**src/rtl/a2600_pkg.sv**
```systemverilog
//==================================================
// Shared types for the console front end
// Pad, mouse and paddle structs, option bits,
// bank scheme and mode enums, tuning constants
//==================================================

package a2600_pkg;

	// One player's controls from the host, active high
	typedef struct packed {
		logic right;
		logic left;
		logic down;
		logic up;
		logic fire;
		logic fire2;
		logic stick_btn;
		logic paddle_btn;
		logic start;
		logic select;
		logic pause;
		logic sw_color;
		logic sw_diff1;
		logic sw_diff2;
	} pad_t;

	// Player controls toward the core, active low
	typedef struct packed {
		logic right;
		logic left;
		logic down;
		logic up;
		logic fire;
		logic fire2;
	} pad_out_t;

	// PS/2 style mouse packet with toggle strobe on top
	typedef struct packed {
		logic       strobe;
		logic [7:0] dy;
		logic [7:0] dx;
		logic [1:0] ovf;
		logic       y_sign;
		logic       x_sign;
		logic [1:0] rsvd;
		logic [1:0] btn;
	} mouse_t;

	typedef struct packed {
		logic       b;
		logic [7:0] a;
	} paddle_t;

	typedef struct packed {
		logic mono;
		logic diff_p1;
		logic diff_p2;
	} options_t;

	typedef enum logic [3:0] {
		BS_NONE = 4'd0,  BS_F8 = 4'd1,  BS_F6 = 4'd2,   BS_FE = 4'd3,
		BS_E0 = 4'd4,    BS_E3F = 4'd5, BS_F4 = 4'd6,   BS_P2 = 4'd7,
		BS_FA = 4'd8,    BS_CV = 4'd9,  BS_UA = 4'd11,  BS_E7 = 4'd12,
		BS_F0 = 4'd13,   BS_X32 = 4'd14
	} bank_scheme_t;

	typedef enum logic [1:0] {SC_AUTO = 2'd0, SC_DISABLE = 2'd1, SC_ENABLE = 2'd2} sc_mode_t;
	typedef enum logic [1:0] {AR_ADAPTIVE = 2'd0, AR_FIXED = 2'd1, AR_WIDE = 2'd2} aspect_mode_t;
	typedef enum logic [1:0] {SRC_PADDLE = 2'd0, SRC_STICK = 2'd1, SRC_MOUSE = 2'd2} paddle_src_t;

	// Paddle tuning
	localparam int STICK_THRESH   = 100;
	localparam int MOUSE_STEP_MAX = 10;

	// Blanking regeneration, in lines
	localparam int VBL_END_LINE = 34;
	localparam int VBL_LEAD     = 25;

	// Aspect ratio values
	localparam int ARX_NARROW = 154;
	localparam int ARY_FIXED  = 108;
	localparam int ARX_WIDE   = 16;
	localparam int ARY_WIDE   = 9;

endpackage

```
**src/rtl/console_ctl.sv**
```systemverilog
//==================================================
// Console controls: player swap, start/select,
// switch option toggles and the pause toggle
//==================================================

`timescale 1ns/1ps

module console_ctl (
	input  logic                clk_sys,
	input  logic                reset,
	input  logic                swap,
	input  a2600_pkg::pad_t     pad_0,
	input  a2600_pkg::pad_t     pad_1,
	output a2600_pkg::pad_out_t p1,
	output a2600_pkg::pad_out_t p2,
	output a2600_pkg::pad_t     pad_a,
	output a2600_pkg::pad_t     pad_b,
	output logic                start_n,
	output logic                select_n,
	output a2600_pkg::options_t options,
	output logic                pause
);
	import a2600_pkg::*;

	logic [2:0] sw_now;
	logic [2:0] sw_prev;
	logic [2:0] sw_rise;
	logic       pause_req;
	logic       pause_s1;
	logic       pause_s2;

	// Core pins are active low
	function automatic pad_out_t to_core(input pad_t pad);
		pad_out_t res;
		res.right = ~pad.right;
		res.left  = ~pad.left;
		res.down  = ~pad.down;
		res.up    = ~pad.up;
		res.fire  = ~pad.fire;
		res.fire2 = ~pad.fire2;
		return res;
	endfunction

	//==================================================
	// Player swap
	//==================================================
	assign pad_a = swap ? pad_1 : pad_0;
	assign pad_b = swap ? pad_0 : pad_1;

	assign p1 = to_core(pad_a);
	assign p2 = to_core(pad_b);

	// Either player may press start or select
	assign start_n  = ~(pad_0.start | pad_1.start);
	assign select_n = ~(pad_0.select | pad_1.select);

	//==================================================
	// Option toggles
	//==================================================
	assign sw_now = {pad_0.sw_color | pad_1.sw_color,
			 pad_0.sw_diff1 | pad_1.sw_diff1,
			 pad_0.sw_diff2 | pad_1.sw_diff2};

	// Edge is latched first, the option flips one clock later
	always_ff @(posedge clk_sys) begin
		if (reset) begin
			sw_prev <= '0;
			sw_rise <= '0;
			options <= '0;
		end else begin
			sw_prev <= sw_now;
			sw_rise <= sw_now & ~sw_prev;
			options <= options_t'(options ^ sw_rise);
		end
	end

	//==================================================
	// Pause
	//==================================================
	assign pause_req = pad_0.pause | pad_1.pause;

	always_ff @(posedge clk_sys) begin
		if (reset) begin
			pause_s1 <= 1'b0;
			pause_s2 <= 1'b0;
			pause    <= 1'b0;
		end else begin
			pause_s1 <= pause_req;
			pause_s2 <= pause_s1;
			if (pause_s1 && !pause_s2)
				pause <= ~pause;
		end
	end

endmodule

```
**src/rtl/paddle_ctl.sv**
```systemverilog
//==================================================
// Paddle controller
// Source select between paddle, stick and mouse,
// mouse delta clamp and saturating accumulation
//==================================================

`timescale 1ns/1ps

module paddle_ctl (
	input  logic              clk_sys,
	input  logic              reset,
	input  logic              invert,
	input  a2600_pkg::pad_t   pad,
	input  logic [15:0]       joy_a,
	input  logic [7:0]        paddle_in,
	input  a2600_pkg::mouse_t mouse,
	output a2600_pkg::paddle_t out
);
	import a2600_pkg::*;

	paddle_src_t       src;
	logic              use_y;
	logic              stb_prev;
	logic signed [7:0] mx;
	logic signed [7:0] my;
	logic [7:0]        pos;

	// Clamp one delta to the step limit and add it with saturation
	function automatic logic signed [7:0] step_acc(
		input logic signed [7:0] acc,
		input logic              sgn,
		input logic [7:0]        mag
	);
		logic signed [8:0] delta;
		logic signed [9:0] sum;
		delta = {sgn, mag};
		if (delta > MOUSE_STEP_MAX)
			delta = 9'(MOUSE_STEP_MAX);
		else if (delta < -MOUSE_STEP_MAX)
			delta = -9'(MOUSE_STEP_MAX);
		sum = acc + delta;
		if (sum > 127)
			return 8'sd127;
		else if (sum < -128)
			return -8'sd128;
		return sum[7:0];
	endfunction

	//==================================================
	// Source and axis selection
	//==================================================
	always_ff @(posedge clk_sys) begin
		if (reset) begin
			src      <= SRC_PADDLE;
			use_y    <= 1'b0;
			stb_prev <= 1'b0;
			mx       <= '0;
			my       <= '0;
		end else begin
			stb_prev <= mouse.strobe;
			// New mouse packet
			if (mouse.strobe != stb_prev) begin
				src <= SRC_MOUSE;
				mx  <= step_acc(mx, mouse.x_sign, mouse.dx);
				my  <= step_acc(my, mouse.y_sign, mouse.dy);
			end
			// Later assignments win, so paddle beats stick beats mouse
			if (pad.stick_btn)
				src <= SRC_STICK;
			if (pad.paddle_btn)
				src <= SRC_PADDLE;

			if (src == SRC_MOUSE) begin
				if (mouse.btn[1])
					use_y <= 1'b1;
				if (mouse.btn[0])
					use_y <= 1'b0;
			end else if (src == SRC_STICK) begin
				if (!joy_a[15] && joy_a[15:8] > STICK_THRESH)
					use_y <= 1'b1;
				if (!joy_a[7] && joy_a[7:0] > STICK_THRESH)
					use_y <= 1'b0;
			end
		end
	end

	//==================================================
	// Output stage
	//==================================================
	always_comb begin
		case (src)
			SRC_STICK: pos = use_y ? joy_a[15:8] : joy_a[7:0];
			SRC_MOUSE: pos = use_y ? my : mx;
			default:   pos = {~paddle_in[7], paddle_in[6:0]};
		endcase
	end

	always_ff @(posedge clk_sys) begin
		out.a <= invert ? ~pos : pos;
		case (src)
			SRC_STICK: out.b <= pad.stick_btn;
			SRC_MOUSE: out.b <= |mouse.btn;
			default:   out.b <= pad.paddle_btn;
		endcase
	end

endmodule

```
**src/rtl/cart_detect.sv**
```systemverilog
//==================================================
// Cartridge detection at download start
// Extension to bank scheme, SuperChip RAM flag
//==================================================

`timescale 1ns/1ps

module cart_detect (
	input  logic                    clk_sys,
	input  logic                    reset,
	input  logic                    download,
	input  logic [31:0]             file_ext,
	input  a2600_pkg::sc_mode_t     sc_mode,
	output a2600_pkg::bank_scheme_t force_bs,
	output logic                    sc
);
	import a2600_pkg::*;

	logic [23:0]  ext;
	logic         dl_prev;
	bank_scheme_t scheme;
	logic         sc_next;

	// Short names put the dot in byte 2, long ones end with a suffix letter
	assign ext = (file_ext[23:16] == ".") ? file_ext[23:0] : file_ext[31:8];

	always_comb begin
		case (ext)
			".F8":   scheme = BS_F8;
			".F6":   scheme = BS_F6;
			".FE":   scheme = BS_FE;
			".E0":   scheme = BS_E0;
			".3F":   scheme = BS_E3F;
			".F4":   scheme = BS_F4;
			".P2":   scheme = BS_P2;
			".FA":   scheme = BS_FA;
			".CV":   scheme = BS_CV;
			".UA":   scheme = BS_UA;
			".E7":   scheme = BS_E7;
			".F0":   scheme = BS_F0;
			".32":   scheme = BS_X32;
			default: scheme = BS_NONE;
		endcase
	end

	// Auto mode looks for a trailing S in the extension
	assign sc_next = (sc_mode == SC_AUTO) ? (file_ext[7:0] == "S") : (sc_mode == SC_ENABLE);

	always_ff @(posedge clk_sys) begin
		if (reset) begin
			dl_prev  <= 1'b0;
			force_bs <= BS_NONE;
			sc       <= 1'b0;
		end else begin
			dl_prev <= download;
			if (download && !dl_prev) begin
				force_bs <= scheme;
				sc       <= sc_next;
			end
		end
	end

endmodule

```
**src/rtl/frame_monitor.sv**
```systemverilog
//==================================================
// Frame monitor
// Line counting, vblank regeneration and the
// adaptive vertical aspect value
//==================================================

`timescale 1ns/1ps

module frame_monitor #(
	parameter int LINE_W = 9
) (
	input  logic                    clk_sys,
	input  logic                    reset,
	input  logic                    hs,
	input  logic                    vs,
	input  logic                    vb_core,
	input  logic                    vblank_original,
	input  a2600_pkg::aspect_mode_t aspect_mode,
	output logic                    vblank,
	output logic [7:0]              video_arx,
	output logic [7:0]              video_ary
);
	import a2600_pkg::*;

	logic              hs_prev;
	logic              vs_prev;
	logic              line_ev;
	logic [LINE_W-1:0] line_cnt;
	logic [LINE_W-1:0] vis_cnt;
	logic [LINE_W-1:0] vbl_start;
	logic              vbl_gen;
	logic [7:0]        ary_adapt;
	logic [7:0]        vis_sat;
	logic [11:0]       ary_scaled;

	assign line_ev = hs && !hs_prev;
	assign vblank  = vblank_original ? vb_core : vbl_gen;

	// Visible lines times 9/16, rounded half up
	assign vis_sat    = (vis_cnt >= 255) ? 8'hff : vis_cnt[7:0];
	assign ary_scaled = 12'(vis_sat) * 12'd9 + 12'd8;

	always_ff @(posedge clk_sys) begin
		if (reset) begin
			hs_prev   <= 1'b0;
			vs_prev   <= 1'b0;
			line_cnt  <= '0;
			vis_cnt   <= '0;
			vbl_start <= '0;
			vbl_gen   <= 1'b0;
			ary_adapt <= 8'(ARY_FIXED);
		end else begin
			hs_prev <= hs;
			if (line_ev) begin
				vs_prev  <= vs;
				line_cnt <= line_cnt + 1'b1;
				if (!vblank)
					vis_cnt <= vis_cnt + 1'b1;
				// Frame start
				if (vs && !vs_prev) begin
					line_cnt  <= '0;
					vis_cnt   <= '0;
					vbl_start <= line_cnt - LINE_W'(VBL_LEAD);
					ary_adapt <= ary_scaled[11:4];
				end
				if (line_cnt == vbl_start)
					vbl_gen <= 1'b1;
				if (line_cnt == LINE_W'(VBL_END_LINE))
					vbl_gen <= 1'b0;
			end
		end
	end

	//==================================================
	// Aspect outputs
	//==================================================
	always_comb begin
		case (aspect_mode)
			AR_WIDE: begin
				video_arx = 8'(ARX_WIDE);
				video_ary = 8'(ARY_WIDE);
			end
			AR_FIXED: begin
				video_arx = 8'(ARX_NARROW);
				video_ary = 8'(ARY_FIXED);
			end
			default: begin
				video_arx = 8'(ARX_NARROW);
				video_ary = ary_adapt;
			end
		endcase
	end

endmodule

```
**src/rtl/a2600_front.sv**
```systemverilog
//==================================================
// Console front end top level
// Controls, paddles, cartridge scheme, frame timing
//==================================================

`timescale 1ns/1ps

module a2600_front #(
	parameter int LINE_W = 9
) (
	input  logic                    clk_sys,
	input  logic                    reset,

	input  a2600_pkg::pad_t         pad_0,
	input  a2600_pkg::pad_t         pad_1,
	input  a2600_pkg::mouse_t       mouse,
	input  logic [15:0]             joya_0,
	input  logic [15:0]             joya_1,
	input  logic [7:0]              pd_0,
	input  logic [7:0]              pd_1,

	input  logic                    swap,
	input  logic                    invert_paddle,
	input  a2600_pkg::sc_mode_t     sc_mode,
	input  a2600_pkg::aspect_mode_t aspect_mode,
	input  logic                    vblank_original,

	input  logic                    download,
	input  logic [31:0]             file_ext,

	input  logic                    hs,
	input  logic                    vs,
	input  logic                    vb_core,

	output a2600_pkg::pad_out_t     p1,
	output a2600_pkg::pad_out_t     p2,
	output a2600_pkg::paddle_t      paddle_1,
	output a2600_pkg::paddle_t      paddle_2,
	output logic                    start_n,
	output logic                    select_n,
	output a2600_pkg::options_t     options,
	output logic                    pause,
	output a2600_pkg::bank_scheme_t force_bs,
	output logic                    sc,
	output logic                    vblank,
	output logic [7:0]              video_arx,
	output logic [7:0]              video_ary
);
	import a2600_pkg::*;

	// Pads after the player swap, toward the paddles
	pad_t pad_a;
	pad_t pad_b;

	console_ctl u_console (
		.clk_sys  (clk_sys),
		.reset    (reset),
		.swap     (swap),
		.pad_0    (pad_0),
		.pad_1    (pad_1),
		.p1       (p1),
		.p2       (p2),
		.pad_a    (pad_a),
		.pad_b    (pad_b),
		.start_n  (start_n),
		.select_n (select_n),
		.options  (options),
		.pause    (pause)
	);

	// Only the first paddle listens to the mouse
	paddle_ctl u_paddle_1 (
		.clk_sys (clk_sys), .reset (reset), .invert (invert_paddle),
		.pad (pad_a), .joy_a (joya_0), .paddle_in (pd_0), .mouse (mouse),
		.out (paddle_1)
	);

	paddle_ctl u_paddle_2 (
		.clk_sys (clk_sys), .reset (reset), .invert (invert_paddle),
		.pad (pad_b), .joy_a (joya_1), .paddle_in (pd_1), .mouse ('0),
		.out (paddle_2)
	);

	cart_detect u_cart (
		.clk_sys (clk_sys), .reset (reset), .download (download),
		.file_ext (file_ext), .sc_mode (sc_mode),
		.force_bs (force_bs), .sc (sc)
	);

	frame_monitor #(.LINE_W(LINE_W)) u_frame (
		.clk_sys (clk_sys), .reset (reset),
		.hs (hs), .vs (vs), .vb_core (vb_core),
		.vblank_original (vblank_original), .aspect_mode (aspect_mode),
		.vblank (vblank), .video_arx (video_arx), .video_ary (video_ary)
	);

endmodule

```
**config.mk**
```make
export PLATFORM = sky130hd
export DESIGN_NAME = a2600_front
export DESIGN_NICKNAME = d
export VERILOG_FILES = /design/src/rtl/a2600_pkg.sv /design/src/rtl/console_ctl.sv /design/src/rtl/paddle_ctl.sv /design/src/rtl/cart_detect.sv /design/src/rtl/frame_monitor.sv /design/src/rtl/a2600_front.sv
export SDC_FILE = /design/constraint.sdc
export NUM_CORES = 1
export LEC_CHECK = 0
export ABC_AREA = 1
export BUFFER_PORTS_ARGS = -buffer_cell sky130_fd_sc_hd__buf_2
export CORE_AREA = 2 2 183 113
export CTS_BUF_LIST = sky130_fd_sc_hd__clkbuf_2 sky130_fd_sc_hd__clkbuf_4 sky130_fd_sc_hd__clkbuf_8
export DETAILED_ROUTE_END_ITERATION = 16
export DIE_AREA = 0 0 185 115
export PLACE_DENSITY = 0.78
export REMOVE_ABC_BUFFERS = 1
export SKIP_CTS_REPAIR_TIMING = 1
export SLEW_MARGIN = 20
export SYNTH_ARGS = -nofsm -noshare
export SYNTH_HDL_FRONTEND = slang
export SYNTH_HIERARCHICAL = 1
export SYNTH_SLANG_ARGS = --single-unit
```
**constraint.sdc**
```tcl
create_clock -name clk_sys -period 3.1 [get_ports clk_sys]
set_clock_uncertainty 0.15 [all_clocks]
set_input_delay 0.465 -clock clk_sys [delete_from_list [all_inputs] [get_ports clk_sys]]
set_output_delay 0.465 -clock clk_sys [all_outputs]
set_load 0.05 [all_outputs]
```
==> results.toml, run 1 <==
[setup_path]
crit_family = "simple AND/OR/NAND/NOR gates"
crit_start = "u_frame/vis_cnt[0]$_SDFFE_PP0P_"
max_stage_delay_ns = 0.34
cp_max_fo = 5
path_buf_inv = 4
crit_chain = "ha_2 > nand2_1 > inv_2 > nand3_2 > nor3_2 > ha_2 > inv_2 > buf_4 > nand4_1 > ha_4 > ha_4 > ha_4 > inv_2 > nor2_1 > nor3_2 > nand2_1 > nand2_1 > nand2_1 > nand2_1 > nand2_1"
required_ns = 3.30
reg2reg_from = "u_frame/vis_cnt[0]$_SDFFE_PP0P_"
critical-path-slowest-cell = "dfxtp_2"
crit_arrival_ns = 3.23
critPathMostFrequentCell = "nand2_1"
crit_type = "register to register"
start_kind = "register"
critPathCaptureType = "register"

[pwr]
pwr-share-clk_pct = 29.0
p_seq_share_pct = 33.5
p_int_mw = 3.08
power_frac_comb_pct = 37.5
power_density_mw_per_mm2 = 425
p_leak_nw = 6.34
vdd_ir_drop_max_uv = 220
switching_share_pct = 39.8
power.switching_mw = 2.04
p_total_mw = 5.12

[flow_run]
drv_cap = 0

[clock_tree]
cts_tree = "yes"
numCtsBuffers = 17
clk_pin_slew_worst_paths_ns = 0.08
insertion_delay_ns = 0.45
root_buffer = "clkbuf_8"
cts.sinks = 114
clock_path_buffers = 2
cts_max_level = 4

[layout]
post_route_cells_drive_above_1_share_pct = 20.1
fin_nets = 2086
fillers = 1856
utilization_pct = 61.4
final_cell_area_sq_mm = 0.0120
area_growth_pct = 21.8

[route]
drc_errors = 0
drt_iter0_markers = 730
post_drt_wl_per_cell_microns = 12.1
final_antenna_net_count = 0
viasPerCell = 4.95
vias = 10700
drt_first_pass_iters = 5
totalWireLength_microns = 26100

[floorplan]
initial_core_util_pct = 50.4
die_h_microns = 115
pin_count = 204
die_w_microns = 185
num_rows = 40
dieArea_sq_mm = 0.0213
fp.coreArea_sq_mm = 0.0196

[timing]
fin_setup_tns_ns = 0
max_freq_mhz = 330
worstMarginPinSlew_ns = 0.749
period_needed_ns = 3.03
drv_slew = 0
max_slew_margin_pct = 50.1
hold_viol = 0
period_share_pct = 97.8
setup_viol = 0

[worst_hold_path]
min_from = "download"
min_path_type = "primary input to register"

[placement]
placed_cell_area_sq_mm = 0.0114
io_buffers = 194
dp_hpwl_microns = 20800
gp_congestion = 0.909

[grt]
grt_pass1_vias = 9510
grt_pass1_wl_microns = 42900
track_usage_pct = 24.5
antenna_found_initial = 2
overflow = 0
grt_max_degree = 33

[logic_synthesis]
syn_inst = 1602
synth.cell_area_sq_mm = 0.00988
syn_area_per_cell_sq_um = 6.17
ys_warn_count = 6

[outcome]
run_status = "finished clean"
[worst paths after layout]
kind | end | slack [ns] | cells past startpoint
worst max-delay path | u_frame/ary_adapt[7]$_SDFFE_PP0P_ | 0.07 | 20
worst max register to register | u_frame/ary_adapt[7]$_SDFFE_PP0P_ | 0.07 | 20
worst min register to register | u_console/sw_rise[0]$_SDFF_PP0_ | 0.25 | 1
worst min-delay path | u_cart/dl_prev$_SDFF_PP0_ | 0.09 | 3
[cell usage in the layout (no fill, tap or decap), types with 17 or more instances in the layout]
master and n:
inv_1 245, nand2_1 392, nor2_1 208, a21oi_1 88, xor2_1 21, buf_4 47
dfxtp_1 112, ha_1 52, a31oi_1 18, conb_1 55, nand4_1 28, o21ai_0 92
nand3_1 96, buf_2 194, nand2_2 27, clkbuf_8 17
[state kept, by name, summed over array words and instances (netlist names), 9 cells and up]
| register | count |
|---|---|
| u_frame/vis_cnt | 9 |
| u_frame/line_cnt | 9 |
| u_paddle_2/out | 9 |
| u_frame/vbl_start | 9 |
| u_paddle_1/out | 9 |
[per-layer routing]
metal	global-route usage [%]	routed length [microns]	vias to the layer above
met3	4.40	1770	27
met2	38.3	11000	319
met4	6.14	284	2
met1	35.0	13000	4750
met5	0	13	-
li1	-	-	5594
[cell type report]
type / count / area, sq um / area share (%)
multi-input combinational: 1238 / 6690 / 55.6
sequential: 114 / 2280 / 19.0
timing repair buffer: 242 / 1340 / 11.1
inverter: 258 / 968 / 8.04
tap: 273 / 342 / 2.84
clock buffer: 17 / 234 / 1.94
clock inverter: 15 / 183 / 1.52
antenna: 1 / 2.50 / 0.0208
[stage by stage]
step	setup slack, ns	cells	hold slack (ns)
after global placement	-0.211	2124	0.231
after CTS	-0.0687	2156	0.0544
after floorplan	-0.0348	1610	0.224
after global routing	-0.0493	2157	0.0900
after detailed placement	-0.342	2124	0.237
final	0.0668	2158	0.0924
[tightest hold or removal path, stage by stage]
cell	delay (ns)
buf_2	0.08
inv_1	0.04
nor2_1	0.07
[power by group through the flow]
| stage | clock network, mW | logic [mW] | registers (mW) |
|---|---|---|---|
| after CTS | 1.52 | 1.87 | 1.71 |
| after detailed placement | 0 | 1.86 | 1.74 |
| after global routing | 1.59 | 2.15 | 1.73 |
| after global placement | 0 | 1.83 | 1.74 |
| after floorplan | 0 | 1.21 | 1.88 |
| final | 1.48 | 1.92 | 1.72 |
Note: power is estimated with default switching activity, not from simulation.
==> inputs of run 2 (changes only) <==
CELL_PAD_IN_SITES_DETAIL_PLACEMENT = 1   (was default)
CELL_PAD_IN_SITES_GLOBAL_PLACEMENT = 1   (was default)
CORE_AREA = 2 2 219 135   (was 2 2 183 113)
DIE_AREA = 0 0 221 137   (was 0 0 185 115)
PLACE_DENSITY = 0.79   (was 0.78)
==> results.toml, run 2 (synthesis results as in run 1) <==
[grt]
grt_pass1_vias = 11300
overflow = 0
track_usage_pct = 22.8
grt_max_degree = 33
antenna_found_initial = 6
grt_pass1_wl_microns = 55900

[placement]
gp_congestion = 0.903
dp_hpwl_microns = 28000
placed_cells = 2239
io_buffers = 194
placed_cell_area_sq_mm = 0.0117
dp_slack_ns = -0.300

[pwr]
power_density_mw_per_mm2 = 418
switching_share_pct = 42.4
vdd_ir_drop_max_uv = 271
p_leak_nw = 6.40
power_frac_comb_pct = 40.0
p_int_mw = 2.96
power.switching_mw = 2.18
p_seq_share_pct = 33.4
p_total_mw = 5.14
pwr-share-clk_pct = 26.6

[clock_tree]
cts_tree = "yes"
clock_path_buffers = 2
root_buffer = "clkbuf_8"
cts_max_level = 4
numCtsBuffers = 17
clk_pin_slew_worst_paths_ns = 0.08
insertion_delay_ns = 0.47
cts.sinks = 114

[setup_path]
crit_start = "u_frame/vis_cnt[0]$_SDFFE_PP0P_"
cp_max_fo = 5
r2r_slack_ns = 0.11
crit_arrival_ns = 3.20
critPathCaptureType = "register"
crit_type = "register to register"
required_ns = 3.31
rr_endpoint = "u_frame/ary_adapt[6]$_SDFFE_PP1P_"
r2r_cells = 20
start_kind = "register"
reg2reg_from = "u_frame/vis_cnt[0]$_SDFFE_PP0P_"

[route]
totalWireLength_microns = 34300
drt_iter0_markers = 546
drt_first_pass_iters = 5
post_drt_wl_per_cell_microns = 15.0
wl_met3_microns = 1250
viasPerCell = 4.85
drc_errors = 0
wl_met2_microns = 15400
highest_layer = "met4"
drt-met1-wl_microns = 17100
final_antenna_net_count = 0
vias = 11100

[floorplan]
initial_core_util_pct = 34.9
die_h_microns = 137
die_w_microns = 221
num_rows = 48
pin_count = 204
dieArea_sq_mm = 0.0303
fp.coreArea_sq_mm = 0.0283

[timing]
period_needed_ns = 2.99
worstMarginPinSlew_ns = 0.615
period_share_pct = 96.4
max_slew_margin_pct = 59.0
hold_viol = 0
rsz0062_at_grt = "true"
fin_setup_tns_ns = 0
finalWorstSetupSlack_ns = 0.112
setup_viol = 0
max_freq_mhz = 335
drv_slew = 0

[layout]
post_route_cells_drive_above_1_share_pct = 21.1
final_cell_mix = "nand2_1 (389), inv_1 (245), nor2_1 (208), buf_2 (194), dfxtp_1 (112)"
fillers = 3878
area_growth_pct = 24.4
fin_nets = 2103
final_cells = 2281
seqCellArea_sq_mm = 0.00229
final_cell_area_sq_mm = 0.0123
final_common_cell = "nand2_1"
multiInputGateArea_sq_mm = 0.00672

[worst_hold_path]
min_path_type = "primary input to register"
min_from = "pad_0[2]"
whs_path_depth = 3
hold-path-endpoint = "u_console/sw_prev[2]$_SDFF_PP0_"

[outcome]
run_status = "finished clean"

[flow_run]
drv_cap = 0
run 2: cell count changes in the layout (fill, tap and decap cells not counted), sizes merged:
cell      delta
buf         +17
diode        +4
bufinv       -2
clkbuf       +2
clkinvlp     +2
inv          -2
run 2: power groups by stage:
stage,Combinational [mW],Sequential [mW],Clock (mW)
2_1_floorplan,1.21,1.88,0
3_3_place_gp,1.92,1.74,0
3_5_place_dp,1.99,1.75,0
4_1_cts,2.00,1.71,1.40
5_1_grt,2.29,1.73,1.47
6_report,2.05,1.72,1.37
run 2: layout make-up:
| type | count | area share [%] |
|---|---|---|
| clock buffers | 19 | 2.08 |
| multi-input cells | 1238 | 54.7 |
| diodes | 5 | 0.102 |
| inverters | 258 | 7.88 |
| well taps | 375 | 3.82 |
| flip-flops and latches | 114 | 18.6 |
| repair buffers | 259 | 11.9 |
| clock inverters | 13 | 0.916 |
run 2: worst max-delay path by stage:
stage                                         to  cells after the start
3_3_place_gp       u_paddle_1/mx[6]$_SDFFE_PP0P_                     21
6_report       u_frame/ary_adapt[6]$_SDFFE_PP1P_                     20
5_1_grt        u_frame/ary_adapt[7]$_SDFFE_PP0P_                     20
3_5_place_dp       u_paddle_1/my[6]$_SDFFE_PP0P_                     19
2_1_floorplan                       video_ary[0]                      4
4_1_cts        u_frame/ary_adapt[7]$_SDFFE_PP0P_                     19
run 2: through the flow:
stage                     hold slack [ns]  utilization, %
after floorplan                     0.224               -
after global placement              0.233            41.2
after detailed placement            0.236            41.2
after CTS                          0.0252            42.5
after global routing               0.0363            43.5
final                              0.0552            43.5
run 2: routing by layer:
metal	GRT usage [%]	vias up
met5	0	-
met4	7.08	0
met3	3.95	32
met2	37.2	201
met1	30.7	5203
li1	-	5638
run 2: worst max-delay path, stage by stage, from the launching register on:
cell     delay (ns)
dfxtp_4        0.37
ha_4           0.14
nand2_2        0.06
inv_2          0.06
nand3_2        0.08
nor3_2         0.22
ha_2           0.22
inv_2          0.04
nand4_1        0.11
buf_4          0.14
ha_4           0.19
ha_4           0.25
ha_4           0.27
buf_4          0.12
nand2_2        0.06
nand2_2        0.06
nand2_2        0.07
nand3_1        0.09
nand2_1        0.05
nand3_1        0.07
nand2_1        0.05
==> inputs of run 3 (changes only) <==
GPL_TIMING_DRIVEN = 0   (was default)
==> results.toml, run 3 (synthesis results as in run 1) <==
[pwr]
power_density_mw_per_mm2 = 435
p_total_mw = 5.23
p_leak_nw = 6.21
vdd_ir_drop_max_uv = 258

[flow_run]
drv_cap = 0

[setup_path]
critPathMostFrequentCell = "nand2_1"
crit_type = "primary input to register"
required_ns = 3.28
start_kind = "primary input"
cp_max_fo = 8
crit_arrival_ns = 3.19
crit_chain = "buf_2 > nor4_1 > o21ai_0 > nand2_1 > inv_1 > nor2_2 > ha_2 > inv_2 > fa_2 > inv_2 > nand2_1 > nand2_2 > nand3_2 > nand2_2 > nand2_1 > nand2_1 > nand2_2 > a21oi_4 > buf_12 > a21oi_2"
critPathCaptureType = "register"
crit_family = "simple AND/OR/NAND/NOR gates"
path_buf_inv = 5
max_stage_delay_ns = 0.40
critical-path-slowest-cell = "nor4_1"

[layout]
area_growth_pct = 21.8
final_common_cell = "nand2_1"
fin_nets = 2054
final_cell_area_sq_mm = 0.0120
post_route_cells_drive_above_1_share_pct = 19.9
final_cell_mix = "nand2_1 (388), inv_1 (240), nor2_1 (207), buf_2 (194), dfxtp_1 (112)"
utilization_pct = 42.6

[worst_hold_path]
min_path_type = "primary input to register"

[clock_tree]
cts_max_level = 4
insertion_delay_ns = 0.46
cts_tree = "yes"
root_buffer = "clkbuf_8"
numCtsBuffers = 17
cts.sinks = 114
clk_pin_slew_worst_paths_ns = 0.08
clock_path_buffers = 2

[grt]
grt_pass1_wl_microns = 54400
antenna_found_initial = 3
grt_pass1_vias = 11100
grt_max_degree = 33
overflow = 0
track_usage_pct = 21.9

[floorplan]
fp.coreArea_sq_mm = 0.0283
die_h_microns = 137
dieArea_sq_mm = 0.0303
die_w_microns = 221
num_rows = 48
pin_count = 204
initial_core_util_pct = 34.9

[timing]
period_needed_ns = 3.01
setup_viol = 0
max_slew_margin_pct = 45.2
max_freq_mhz = 332
drv_slew = 0
finalWorstSetupSlack_ns = 0.0871
worstMarginPinSlew_ns = 0.823
period_share_pct = 97.2
hold_viol = 0
rsz0062_at_grt = "true"

[route]
viasPerCell = 4.93
final_antenna_net_count = 0
wl_met3_microns = 1350
highest_layer = "met4"
wl_met2_microns = 15500
vias = 11000
post_drt_wl_per_cell_microns = 15.1
drt_iter0_markers = 576
drt-met1-wl_microns = 16500
drt_first_pass_iters = 5
drc_errors = 0
totalWireLength_microns = 33700

[placement]
gp_congestion = 0.917
io_buffers = 194
dp_slack_ns = -0.625
placed_cell_area_sq_mm = 0.0112
dp_hpwl_microns = 26900

[outcome]
run_status = "finished clean"
-- run 3: cell types whose count changed in the layout (fill, tap and decap cells not counted), moves of 3 or more --
cell | previous run | this run
a21oi_1 | 87 | 81
a21oi_2 | 5 | 11
buf_4 | 64 | 15
clkinvlp_4 | 6 | 3
inv_1 | 245 | 240
inv_2 | 10 | 13
-- run 3: per-layer routing --
layer	global-route usage [%]	vias up
met5	0	-
met2	37.0	210
met3	3.52	24
met4	5.00	0
li1	-	5528
met1	29.4	5221
-- run 3: worst paths after layout --
check	from	endpoint	slack (ns)	cells after the start
max	mouse[12]	u_paddle_1/mx[0]$_SDFFE_PP0P_	0.09	20
min	mouse[24]	u_paddle_1/stb_prev$_SDFF_PP0_	0.08	3
max reg2reg	u_frame/vis_cnt[0]$_SDFFE_PP0P_	u_frame/ary_adapt[5]$_SDFFE_PP1P_	0.09	18
min reg2reg	u_console/sw_prev[0]$_SDFF_PP0_	u_console/sw_rise[0]$_SDFF_PP0_	0.25	1
-- run 3: final cells by class --
type	count	area [sq um]
Antenna cell	3	7.51
Clock buffer	20	263
Clock inverter	11	138
Fill cell	3887	16200
Inverter	258	973
Multi-Input combinational cell	1238	6800
Sequential cell	114	2290
Tap cell	375	469
Timing Repair Buffer	210	1100
-- run 3: worst reg2reg max path, cell delays in order (launching register included) --
cell,delay (ns)
dfxtp_4,0.36
ha_4,0.16
nand2_2,0.07
inv_2,0.05
nand3_4,0.06
nor3_2,0.05
ha_2,0.19
nor3_2,0.23
inv_1,0.15
ha_4,0.18
ha_1,0.31
ha_4,0.28
nand2_2,0.10
nor2_2,0.05
nor3_2,0.19
buf_4,0.14
nand3b_1,0.07
nand3_1,0.08
nand2_1,0.05
-- run 3: power by group --
part | switching (mW) | internal [mW]
combinational | 1.36 | 0.660
sequential | 0.115 | 1.61
clock | 0.667 | 0.821
total | 2.14 | 3.09
-- run 3: through the flow --
| step | setup TNS (ns) | instances | hold WS (ns) |
|---|---|---|---|
| 6_report | 0 | 2229 | 0.0845 |
| 3_3_place_gp | -6.77 | 2179 | 0.232 |
| 2_1_floorplan | -0.0348 | 1610 | 0.224 |
| 5_1_grt | -0.318 | 2229 | 0.0828 |
| 4_1_cts | -2.61 | 2210 | 0.0546 |
| 3_5_place_dp | -9.22 | 2179 | 0.239 |
